**src/verilog/ipdc_pkg.sv**
```systemverilog
package ipdc_pkg;

	// ----------------------------------------
	// image and window geometry
	// ----------------------------------------
	localparam int IMG_DIM    = 8;
	localparam int IMG_PIXELS = IMG_DIM * IMG_DIM;
	localparam int WIN_DIM    = 4;
	localparam int WIN_BEATS  = WIN_DIM * WIN_DIM;
	localparam int ADDR_W     = $clog2(IMG_PIXELS);

	// channel and pixel widths
	localparam int CH_W  = 8;
	localparam int PIX_W = 3 * CH_W;

	// last origin row or column that still moves on a shift
	localparam int SHIFT_LIMIT   = 3;
	// row 2, column 2
	localparam int ORIGIN_CENTER = 18;
	// 128 offset, already scaled by 8
	localparam int CONV_BIAS     = 1024;

	// ----------------------------------------
	// command and beat encodings
	// ----------------------------------------
	typedef enum logic [2:0] {
		OP_LOAD    = 3'd0,
		OP_RIGHT   = 3'd1,
		OP_DOWN    = 3'd2,
		OP_DEFAULT = 3'd3,
		OP_CENTER  = 3'd4,
		OP_MEDIAN  = 3'd5,
		OP_YCC     = 3'd6,
		OP_RGB     = 3'd7
	} op_mode_e;

	// none must stay zero, reset values rely on it
	typedef enum logic [1:0] {
		BEAT_NONE  = 2'd0,
		BEAT_PIXEL = 2'd1,
		BEAT_DONE  = 2'd2
	} beat_kind_e;

	// ----------------------------------------
	// pixel views, first channel in the low byte
	// ----------------------------------------
	typedef struct packed {
		logic [CH_W-1:0] b;
		logic [CH_W-1:0] g;
		logic [CH_W-1:0] r;
	} rgb_s;

	typedef struct packed {
		logic [CH_W-1:0] cr;
		logic [CH_W-1:0] cb;
		logic [CH_W-1:0] y;
	} ycc_s;

	// output word, read as rgb or ycbcr depending on the mode
	typedef union packed {
		rgb_s rgb;
		ycc_s ycc;
	} pixel_u;

	// ctrl to image buffer
	typedef struct packed {
		beat_kind_e        kind;
		logic              ycc;
		logic [ADDR_W-1:0] addr;
	} fetch_req_s;

	// image buffer to converter
	typedef struct packed {
		beat_kind_e kind;
		logic       ycc;
		rgb_s       pix;
	} pix_beat_s;

endpackage

```
**src/verilog/ipdc_ctrl.sv**
```systemverilog
`timescale 1ns/1ps

module ipdc_ctrl (
	input  logic                        i_clk,
	input  logic                        i_rst_n,
	input  logic                        i_op_valid,
	input  ipdc_pkg::op_mode_e          i_op_mode,
	input  logic                        i_in_valid,
	input  ipdc_pkg::rgb_s              i_in_data,
	output logic                        o_in_ready,
	output logic                        o_wr_en,
	output logic [ipdc_pkg::ADDR_W-1:0] o_wr_addr,
	output ipdc_pkg::rgb_s              o_wr_data,
	output ipdc_pkg::fetch_req_s        o_req
);
	import ipdc_pkg::*;

	typedef enum logic [1:0] {
		ST_IDLE,
		ST_LOAD,
		ST_WIN
	} state_e;

	state_e                           state;
	logic [ADDR_W-1:0]                origin;
	logic                             ycc_mode;
	logic [ADDR_W-1:0]                load_cnt;
	logic [$clog2(WIN_BEATS)-1:0]     win_cnt;
	logic                             done_pend;
	logic                             op_accept;
	logic                             pix_accept;
	logic                             load_last;
	logic                             win_last;
	logic [$clog2(IMG_DIM)-1:0]       org_col;
	logic [ADDR_W-$clog2(IMG_DIM)-1:0] org_row;
	logic [ADDR_W-1:0]                win_addr;
	fetch_req_s                       req_next;

	// ----------------------------------------
	// handshake and load write port
	// ----------------------------------------
	// ready drops only while a window is being fetched
	assign o_in_ready = (state != ST_WIN);
	assign op_accept  = i_op_valid && o_in_ready && (state == ST_IDLE);
	assign pix_accept = i_in_valid && (state == ST_LOAD);
	assign load_last  = (load_cnt == ADDR_W'(IMG_PIXELS - 1));
	assign win_last   = (win_cnt == $bits(win_cnt)'(WIN_BEATS - 1));

	// pixels go straight to the buffer in arrival order
	assign o_wr_en   = pix_accept;
	assign o_wr_addr = load_cnt;
	assign o_wr_data = i_in_data;

	// origin split into column and row
	assign org_col = origin[$clog2(IMG_DIM)-1:0];
	assign org_row = origin[ADDR_W-1:$clog2(IMG_DIM)];

	// beat k reads origin + (k / 4) rows + (k % 4) columns
	assign win_addr = origin + ADDR_W'((win_cnt / WIN_DIM) * IMG_DIM)
		+ ADDR_W'(win_cnt % WIN_DIM);

	// ----------------------------------------
	// fsm, origin and counters
	// ----------------------------------------
	always_ff @(posedge i_clk or negedge i_rst_n) begin
		if (!i_rst_n) begin
			state     <= ST_IDLE;
			origin    <= '0;
			ycc_mode  <= 1'b0;
			load_cnt  <= '0;
			win_cnt   <= '0;
			done_pend <= 1'b0;
		end else begin
			// one-shot, only held for a single cycle
			done_pend <= 1'b0;
			case (state)
			ST_IDLE: begin
				if (op_accept) begin
					case (i_op_mode)
					OP_LOAD: begin
						load_cnt <= '0;
						state    <= ST_LOAD;
					end
					OP_RIGHT: begin
						// clamp once the window touches the right edge
						if (org_col <= SHIFT_LIMIT)
							origin <= origin + 1'b1;
						win_cnt <= '0;
						state   <= ST_WIN;
					end
					OP_DOWN: begin
						if (org_row <= SHIFT_LIMIT)
							origin <= origin + ADDR_W'(IMG_DIM);
						win_cnt <= '0;
						state   <= ST_WIN;
					end
					OP_DEFAULT: begin
						origin  <= '0;
						win_cnt <= '0;
						state   <= ST_WIN;
					end
					OP_CENTER: begin
						origin  <= ADDR_W'(ORIGIN_CENTER);
						win_cnt <= '0;
						state   <= ST_WIN;
					end
					OP_YCC: begin
						ycc_mode  <= 1'b1;
						done_pend <= 1'b1;
					end
					OP_RGB: begin
						ycc_mode  <= 1'b0;
						done_pend <= 1'b1;
					end
					// median leaves the image alone, just acknowledge
					default: done_pend <= 1'b1;
					endcase
				end
			end
			ST_LOAD: begin
				if (pix_accept) begin
					load_cnt <= load_cnt + 1'b1;
					if (load_last) begin
						done_pend <= 1'b1;
						state     <= ST_IDLE;
					end
				end
			end
			ST_WIN: begin
				win_cnt <= win_cnt + 1'b1;
				if (win_last)
					state <= ST_IDLE;
			end
			default: state <= ST_IDLE;
			endcase
		end
	end

	// ----------------------------------------
	// fetch request, one per cycle
	// ----------------------------------------
	always_comb begin
		req_next      = '0;
		req_next.kind = BEAT_NONE;
		req_next.ycc  = ycc_mode;
		if (state == ST_WIN) begin
			req_next.kind = BEAT_PIXEL;
			req_next.addr = win_addr;
		end else if (done_pend) begin
			req_next.kind = BEAT_DONE;
		end
	end

	// registered, so an accepted event shows up a cycle later
	always_ff @(posedge i_clk or negedge i_rst_n) begin
		if (!i_rst_n)
			o_req <= '0;
		else
			o_req <= req_next;
	end

endmodule

```
**src/verilog/ipdc_img_buf.sv**
```systemverilog
`timescale 1ns/1ps

module ipdc_img_buf (
	input  logic                        i_clk,
	input  logic                        i_rst_n,
	input  logic                        i_wr_en,
	input  logic [ipdc_pkg::ADDR_W-1:0] i_wr_addr,
	input  ipdc_pkg::rgb_s              i_wr_data,
	input  ipdc_pkg::fetch_req_s        i_req,
	output ipdc_pkg::pix_beat_s         o_beat
);
	import ipdc_pkg::*;

	// one entry per image pixel, row major
	rgb_s pix_mem [IMG_PIXELS];

	// ----------------------------------------
	// load write port
	// ----------------------------------------
	always_ff @(posedge i_clk or negedge i_rst_n) begin
		if (!i_rst_n) begin
			for (int i = 0; i < IMG_PIXELS; i++) begin
				pix_mem[i] <= '0;
			end
		end else if (i_wr_en) begin
			pix_mem[i_wr_addr] <= i_wr_data;
		end
	end

	// ----------------------------------------
	// registered read, tag follows the data
	// ----------------------------------------
	always_ff @(posedge i_clk or negedge i_rst_n) begin
		if (!i_rst_n) begin
			o_beat <= '0;
		end else begin
			o_beat.kind <= i_req.kind;
			o_beat.ycc  <= i_req.ycc;
			// only pixel beats carry data
			if (i_req.kind == BEAT_PIXEL)
				o_beat.pix <= pix_mem[i_req.addr];
			else
				o_beat.pix <= '0;
		end
	end

endmodule

```
**src/verilog/ipdc_color_conv.sv**
```systemverilog
`timescale 1ns/1ps

module ipdc_color_conv (
	input  logic                i_clk,
	input  logic                i_rst_n,
	input  ipdc_pkg::pix_beat_s i_beat,
	output logic                o_out_valid,
	output ipdc_pkg::pixel_u    o_out_data
);
	import ipdc_pkg::*;

	// channels widened to hold sums at 8x scale
	logic [CH_W+3:0] r_ext;
	logic [CH_W+3:0] g_ext;
	logic [CH_W+3:0] b_ext;
	logic [CH_W+3:0] y_sum;
	logic [CH_W+3:0] cb_sum;
	logic [CH_W+3:0] cr_sum;
	pixel_u          conv_word;

	// drop 3 fraction bits, round half up on bit 2, clip at 255
	function automatic logic [CH_W-1:0] round_sat(input logic [CH_W+3:0] sum);
		logic [CH_W:0] q;
		q = sum[CH_W+3:3] + (CH_W+1)'(sum[2]);
		if (q[CH_W])
			return '1;
		return q[CH_W-1:0];
	endfunction

	assign r_ext = (CH_W+4)'(i_beat.pix.r);
	assign g_ext = (CH_W+4)'(i_beat.pix.g);
	assign b_ext = (CH_W+4)'(i_beat.pix.b);

	// ----------------------------------------
	// shift-and-add coefficients
	// ----------------------------------------
	// y = 0.25r + 0.5g + 0.125g
	assign y_sum  = (r_ext << 1) + (g_ext << 2) + g_ext;
	// cb = 128 + 0.5b - 0.125r - 0.25g
	assign cb_sum = (CH_W+4)'(CONV_BIAS) + (b_ext << 2) - r_ext - (g_ext << 1);
	// cr = 128 + 0.5r - 0.25g - 0.125g - 0.125b
	assign cr_sum = (CH_W+4)'(CONV_BIAS) + (r_ext << 2) - (g_ext << 1)
		- g_ext - b_ext;

	// pick the view, done and idle beats give zero
	always_comb begin
		conv_word = '0;
		if (i_beat.kind == BEAT_PIXEL) begin
			if (i_beat.ycc) begin
				conv_word.ycc.y  = round_sat(y_sum);
				conv_word.ycc.cb = round_sat(cb_sum);
				conv_word.ycc.cr = round_sat(cr_sum);
			end else begin
				conv_word.rgb = i_beat.pix;
			end
		end
	end

	// ----------------------------------------
	// output register
	// ----------------------------------------
	always_ff @(posedge i_clk or negedge i_rst_n) begin
		if (!i_rst_n) begin
			o_out_valid <= 1'b0;
			o_out_data  <= '0;
		end else begin
			o_out_valid <= (i_beat.kind != BEAT_NONE);
			o_out_data  <= conv_word;
		end
	end

endmodule

```
**src/verilog/ipdc_top.sv**
```systemverilog
`timescale 1ns/1ps

module ipdc_top (
	input  logic                       i_clk,
	input  logic                       i_rst_n,
	input  logic                       i_op_valid,
	input  ipdc_pkg::op_mode_e         i_op_mode,
	input  logic                       i_in_valid,
	input  logic [ipdc_pkg::PIX_W-1:0] i_in_data,
	output logic                       o_in_ready,
	output logic                       o_out_valid,
	output logic [ipdc_pkg::PIX_W-1:0] o_out_data
);
	import ipdc_pkg::*;

	// load write port
	logic              wr_en;
	logic [ADDR_W-1:0] wr_addr;
	rgb_s              wr_data;
	// pipeline between stages
	fetch_req_s        req;
	pix_beat_s         beat;

	// ----------------------------------------
	// control, buffer, converter
	// ----------------------------------------
	ipdc_ctrl u_ctrl (
		.i_clk      (i_clk),
		.i_rst_n    (i_rst_n),
		.i_op_valid (i_op_valid),
		.i_op_mode  (i_op_mode),
		.i_in_valid (i_in_valid),
		.i_in_data  (i_in_data),
		.o_in_ready (o_in_ready),
		.o_wr_en    (wr_en),
		.o_wr_addr  (wr_addr),
		.o_wr_data  (wr_data),
		.o_req      (req)
	);

	ipdc_img_buf u_buf (
		.i_clk     (i_clk),
		.i_rst_n   (i_rst_n),
		.i_wr_en   (wr_en),
		.i_wr_addr (wr_addr),
		.i_wr_data (wr_data),
		.i_req     (req),
		.o_beat    (beat)
	);

	// output word leaves as a flat vector
	ipdc_color_conv u_conv (
		.i_clk       (i_clk),
		.i_rst_n     (i_rst_n),
		.i_beat      (beat),
		.o_out_valid (o_out_valid),
		.o_out_data  (o_out_data)
	);

endmodule

```
**config.mk**
```make
export PLATFORM = sky130hd
export DESIGN_NAME = ipdc_top
export DESIGN_NICKNAME = d
export VERILOG_FILES = /design/src/verilog/ipdc_pkg.sv /design/src/verilog/ipdc_ctrl.sv /design/src/verilog/ipdc_img_buf.sv /design/src/verilog/ipdc_color_conv.sv /design/src/verilog/ipdc_top.sv
export SDC_FILE = /design/constraint.sdc
export NUM_CORES = 2
export LEC_CHECK = 0
export ABC_AREA = 1
export BUFFER_PORTS_ARGS = -buffer_cell sky130_fd_sc_hd__buf_2
export CORE_MARGIN = 2
export CORE_UTILIZATION = 25
export DETAILED_ROUTE_END_ITERATION = 7
export SETUP_SLACK_MARGIN = 0.3
export SLEW_MARGIN = 10
export SYNTH_ARGS = -nofsm -noshare
export SYNTH_HDL_FRONTEND = slang
export SYNTH_SLANG_ARGS = --single-unit
export TNS_END_PERCENT = 50
```
**constraint.sdc**
```tcl
create_clock -name i_clk -period 7.15 [get_ports i_clk]
set_clock_uncertainty 0.05 [all_clocks]
set_input_delay 1.43 -clock i_clk [delete_from_list [all_inputs] [get_ports i_clk]]
set_output_delay 1.43 -clock i_clk [all_outputs]
set_load 0.05 [all_outputs]
```
### Yosys cells after proc, flatten, opt, wreduce, memory -nomap -nowiden

Cells that the tools add are included.

* latch bits: 0
* memories: 0
* bits in read-only memories: 0
* output and inout port bits: 26
* logic and storage cells: 322
* input port bits: 31
* bits in registers: 1617
* bits in writable memories: 0

* divide/modulo/power cells: 0
* shift-type cells: 0
* multipliers: 0
* equal/unequal tests: 22
* muxes and demuxes: 49
* reduce and logical (&&, ||, !) cells: 18
* add/subtract/negate cells: 18
* order comparisons: 5
* bitwise logic cells: 2

Operators with widths (count)
* bitwise mux 1536 bit: 1
* binary-select mux 24 bit (select 6 bit): 1
* demux 24 bit (select 6 bit): 1
* two-way mux 24 bit: 6
* two-way mux 8 bit: 6
* two-way mux 6 bit: 6
* subtractor 12 x 8 -> 12 bit: 3
* adder 9 x 1 -> 9 bit: 3
* adder 11 x 10 -> 12 bit, first input constant: 2
* one-hot mux 6 bit (4 select lines): 1
* subtractor 12 x 9 -> 12 bit: 2
* >= comparator 7 bit, second input constant: 2
* NOT 6 -> 7 bit: 2
* two-way mux 1 bit: 13
* adder 12 x 8 -> 12 bit: 1
* adder 6 x 1 -> 6 bit, second input constant: 2
* two-way mux 2 bit: 6
* inequality test 2 x 1 -> 1 bit, second input constant: 6
* one-hot mux 6 bit (2 select lines): 1
* adder 9 x 10 -> 11 bit: 1
* AND reduction 5 bit: 2
* equality test 3 bit, second input constant: 3
* two-way mux 4 bit: 2
* one-hot mux 4 bit (2 select lines): 1
* other kinds (26): 40

### Logic depth before layout (Yosys ltp)

* word-level depth: 11
* depth in mapped cells: 23
* gate-level depth less buffers: 23

### Modules after synthesis

A second synthesis with hierarchy kept.

* cell total of the unflattened synthesis: 9592
* area total of the unflattened synthesis: 76071.7 µm²

Modules (own cells, without submodules)
* ipdc_img_buf: cells an instance 8799, times used 1, area each 70463.8 µm², sequential area each 39112.5 µm²
* ipdc_color_conv: cells an instance 542, times used 1, area each 3679.8 µm², sequential area each 625.6 µm²
* ipdc_ctrl: cells an instance 251, times used 1, area each 1928.1 µm², sequential area each 725.7 µm²

### Worst setup path before layout

OpenSTA, ideal clock, no wires.

* path type: register to register
* from: reg u_buf.o_beat[10] (netlist name)
* to: reg u_conv.o_out_data[21] (netlist name)
* setup slack: 3735 ps
* setup time: 77 ps
* path buffers: 0
* clock period less this slack: 3415 ps
* data required time: 7023 ps
* arrival time: 3288 ps
* stages on the path, launching flop included: 18
* cells stage by stage: dfrtp_1 inv_1 fa_1 inv_1 fa_1 inv_1 ha_1 a21oi_1 o21ai_0 xor2_1 inv_1 ha_1 nand3_1 nor2_1 nand3_1 nand2_1 inv_1 a21oi_1

RTL lines
* start, declared: line ipdc_img_buf.sv:10 `output ipdc_pkg::pix_beat_s o_beat`
* end signal, assigned: line ipdc_color_conv.sv:68 `o_out_data <= conv_word;`
* end, declared: line ipdc_color_conv.sv:8 `output ipdc_pkg::pixel_u o_out_data`

### Final worst setup path

* from: reg u_ctrl.o_req[0] (netlist name)
* to: reg u_buf.o_beat[3] (netlist name)

* cells in the longest elaborated chain, start to end: 5

RTL lines
* start, declared: line ipdc_ctrl.sv:14 `output ipdc_pkg::fetch_req_s o_req`
* start signal, assigned: line ipdc_ctrl.sv:159 `o_req <= req_next;`
* NOT 6 -> 7 bit (not written as such): line ipdc_img_buf.sv:41 `o_beat.pix <= pix_mem[i_req.addr];`
* binary-select mux 24 bit (select 6 bit): line ipdc_img_buf.sv:41
* two-way mux 24 bit (not written as such) (2 in a row): line ipdc_img_buf.sv:41
* two-way mux 24 bit: line ipdc_img_buf.sv:40 `if (i_req.kind == BEAT_PIXEL)`

No other way between the ends. The select of a mux whose other input is x is not followed.
A chain may end at the register's enable or synchronous reset.

==> results_dict.tcl <==
set metrics [dict create \
    critPathLaunchType "flip-flop" \
    grt_use_total 0.156 \
    cp.arrival_ns 4.80 \
    syn_inst 8616 \
    tritoncts.num_buffers 165 \
    post_cts_buffers 0 \
    wl_per_cell_um 19.5 \
    post-dp-hpwl_mm 131 \
    multi_input_area_um2 29100 \
    die-area_um2 299000 \
    cp.required_ns 7.75 \
    portBuffers 56 \
    dr.pass1.iters 6 \
    cpMostUsedCell "nand3_1" \
    drt-total-wl_mm 238 \
    num_vias 60900 \
    yosysSeqAreaShare 0.550 \
    tightest_slew_ns 1.17 \
    nNetsFinal 8259 \
    grt_pass1_wl_mm 367 \
    tns_ns 0 \
    synth-seq-cells 1617 \
    cap_violations 0 \
    dieWidth_um 546 \
    overflow 0 \
    ys_types 38 \
    place_congestion 0.860 \
    dp.cells 11900 \
    fp.dieH_um 546 \
    drive_gt1_frac 0.0648 \
    viasPerCell 4.98 \
    antenna_found_initial 20 \
    finalCritPeriodShare 0.588 \
    rsz0062_at_grt "false" \
    clk_pin_slew_ns 0.07 \
    area_delta_synth_final_pct 12.2 \
    syn_area_um2 73500 \
    crit_path_end_kind "flip-flop" \
    clock_sinks 1617 \
    ctsLongestPathBuffers 3 \
    drt_iter0_drc 6794 \
    cpPeakStageDelay_ns 0.80 \
    finalHoldViolCount 0 \
    htree_levels 4 \
    outcome "complete, no violations" \
    start_util 0.251 \
    ios 57 \
    post_cts_resize_count 0 \
    final_max_slew_viol_count 0 \
    cts_hold_buf 0 \
    hold_class "flip-flop to flip-flop" \
    seqCellArea_um2 40500 \
    leakagePower_nw 35.8 \
    antenna_left 0 \
    tritoncts "done" \
    cts_root_buf "clkbuf_16" \
    synthesis.nets 8725 \
    grt_start_max_net_pins 171 \
    fmax_ghz 0.238 \
    finalSetupViolCount 0 \
    cellPowerDensity_nw_per_um2 364 \
    finalCriticalPeriod_ns 4.20 \
    slew_headroom 0.218 \
    rows 199 \
    critical_path_class "flip-flop to flip-flop" \
    synth_area_per_cell_um2 8.54 \
    crit_slowest_cell "dfrtp_4" \
    layout.cells.non_filler 12200 \
    first_global_vias 57400 \
    worstPathCellList "inv_8 > buf_4 > o21ai_0 > o221ai_1 > nand3_1 > nand3_1 > nand3_1 > a21oi_1" \
    coreArea_um2 293000 \
    ys_warn_count 0 \
    peakVddDrop_mv 0.304 \
    drc 0 \
    n_fill_cell 31400 \
    clock_latency_ns 0.81 \
    cp_max_fo 104 \
]
[flip-flops by register name, indices dropped and copies added, names as in the netlist]
name and cells:
u_ctrl.ycc_mode 1, u_buf.pix_mem 1536, u_ctrl.origin 6, u_buf.o_beat 27
u_ctrl.done_pend 1, u_ctrl.o_wr_addr 6, u_conv.o_out_valid 1, u_ctrl.win_cnt 4
u_ctrl.o_req 9, u_ctrl.state 2, u_conv.o_out_data 24
[stage by stage]
step	instance area, um2	power, mW	hold slack, ns	utilization	setup slack, ns
after global routing	82500	31.7	0.316	0.281	2.76
after global placement	76800	20.8	0.286	0.262	2.65
after floorplan	73500	17.2	0.281	-	3.73
final	82500	30.0	0.300	0.281	2.95
after detailed placement	76800	20.9	0.303	0.262	2.60
after CTS	82500	30.1	0.311	0.281	3.16
[cells in the mapped netlist]
cell type | count | area (um2)
nand3_1 | 329 | 1650
nor3_1 | 11 | 55.1
o21bai_1 | 1 | 7.51
inv_1 | 174 | 653
nand4_1 | 12 | 75.1
o211ai_1 | 28 | 210
o221ai_1 | 312 | 2730
clkbuf_1 | 564 | 2120
or2_2 | 6 | 37.5
o21ai_1 | 23 | 115
clkinv_1 | 26 | 97.6
a22o_1 | 1 | 8.76
o21ai_0 | 2365 | 11800
nor2_1 | 881 | 3310
xor2_1 | 10 | 87.6
and2_1 | 1 | 6.26
a22oi_1 | 1 | 7.51
a32o_1 | 1 | 10.0
nor4_4 | 3 | 63.8
dfrtp_1 | 1617 | 40500
buf_4 | 4 | 30.0
a31oi_1 | 8 | 50.1
nor2_2 | 1 | 6.26
a21o_1 | 1 | 7.51
buf_2 | 219 | 1100
a211oi_1 | 1 | 7.51
nand2_1 | 1743 | 6540
o32ai_1 | 2 | 17.5
nor3_2 | 1 | 10.0
a21oi_1 | 91 | 455
nand3b_1 | 2 | 15.0
xnor2_1 | 11 | 96.3
nor3_4 | 2 | 32.5
o22ai_1 | 64 | 400
inv_2 | 2 | 7.51
buf_1 | 20 | 75.1
ha_1 | 54 | 676
fa_1 | 24 | 480
[path summary, 6_finish.rpt]
path                                      start                     to  slack, ns  cells past startpoint
worst max-delay path            u_ctrl.o_req[0]        u_buf.o_beat[3]       2.95                      8
worst min-delay path            u_ctrl.o_req[6]       u_buf.o_beat[24]       0.30                      0
worst max register to register  u_ctrl.o_req[0]        u_buf.o_beat[3]       2.95                      8
worst min register to register  u_ctrl.o_req[6]       u_buf.o_beat[24]       0.30                      0
max in group asynchronous               i_rst_n     u_buf.pix_mem[968]       4.97                      2
min in group asynchronous               i_rst_n  u_conv.o_out_data[17]       0.56                      1
[critical path: cells and delay by family (launching register included)]
| kind | cells | cell delay, ns |
|---|---|---|
| AOI/OAI and AO/OA | 3 | 0.98 |
| DFF | 1 | 0.80 |
| and+or+nand+nor | 3 | 0.81 |
| buffers and inverters | 2 | 1.21 |
[layer usage]
metal,vias to the layer above,share of wire,wire length [um],track usage
met5,-,0.00043,103,0
met4,16,0.032,7670,0.0522
met3,345,0.078,18700,0.0308
met2,2025,0.44,105000,0.239
met1,30200,0.45,107000,0.220
li1,28300,-,-,-
[layout by cell type (no fill, tap or decap), types with 10 or more instances in the layout]
master     count
bufinv_16     15
inv_1        172
clkinv_2      23
nand2_2       38
fa_1          24
diode_2       10
ha_1          54
nand4_1       12
clkbuf_8      44
nand2_1     1705
o21ai_0     2365
a21oi_1       91
o22ai_1       64
nor3_1        10
nand3_1      321
buf_12        22
inv_2         25
o221ai_1     312
clkbuf_16    170
o211ai_1      28
buf_4         97
nor2_1       881
dfrtp_1     1612
clkbuf_1      35
xnor2_1       11
xor2_1        10
buf_2         55
o21ai_1       23
[power by group]
group | total [mW] | leakage [nW] | internal [mW] | switching, mW
Sequential | 10.6 | 22.5 | 9.94 | 0.647
Clock | 9.16 | 2.82 | 5.37 | 3.79
Combinational | 10.2 | 10.6 | 3.01 | 7.24
[kinds of logic after synthesis]
kind of cell | count (synthesis) | synth area share
xor+xnor | 21 | 0.00250
simple gates | 2992 | 0.160
buf+inv | 1009 | 0.0554
flops | 1617 | 0.550
fa+ha+maj | 78 | 0.0157
compound gates | 2899 | 0.216
[final cells by class]
class                      instances  area share
multi-input combinational       5990       0.353
antenna                           10    0.000303
clock inverter                    54     0.00889
sequential                      1617       0.491
clock buffer                     249      0.0605
tap                             3919      0.0594
timing repair buffer             174      0.0175
inverter                         202     0.00951
Note: power is estimated with default switching activity, not from simulation.
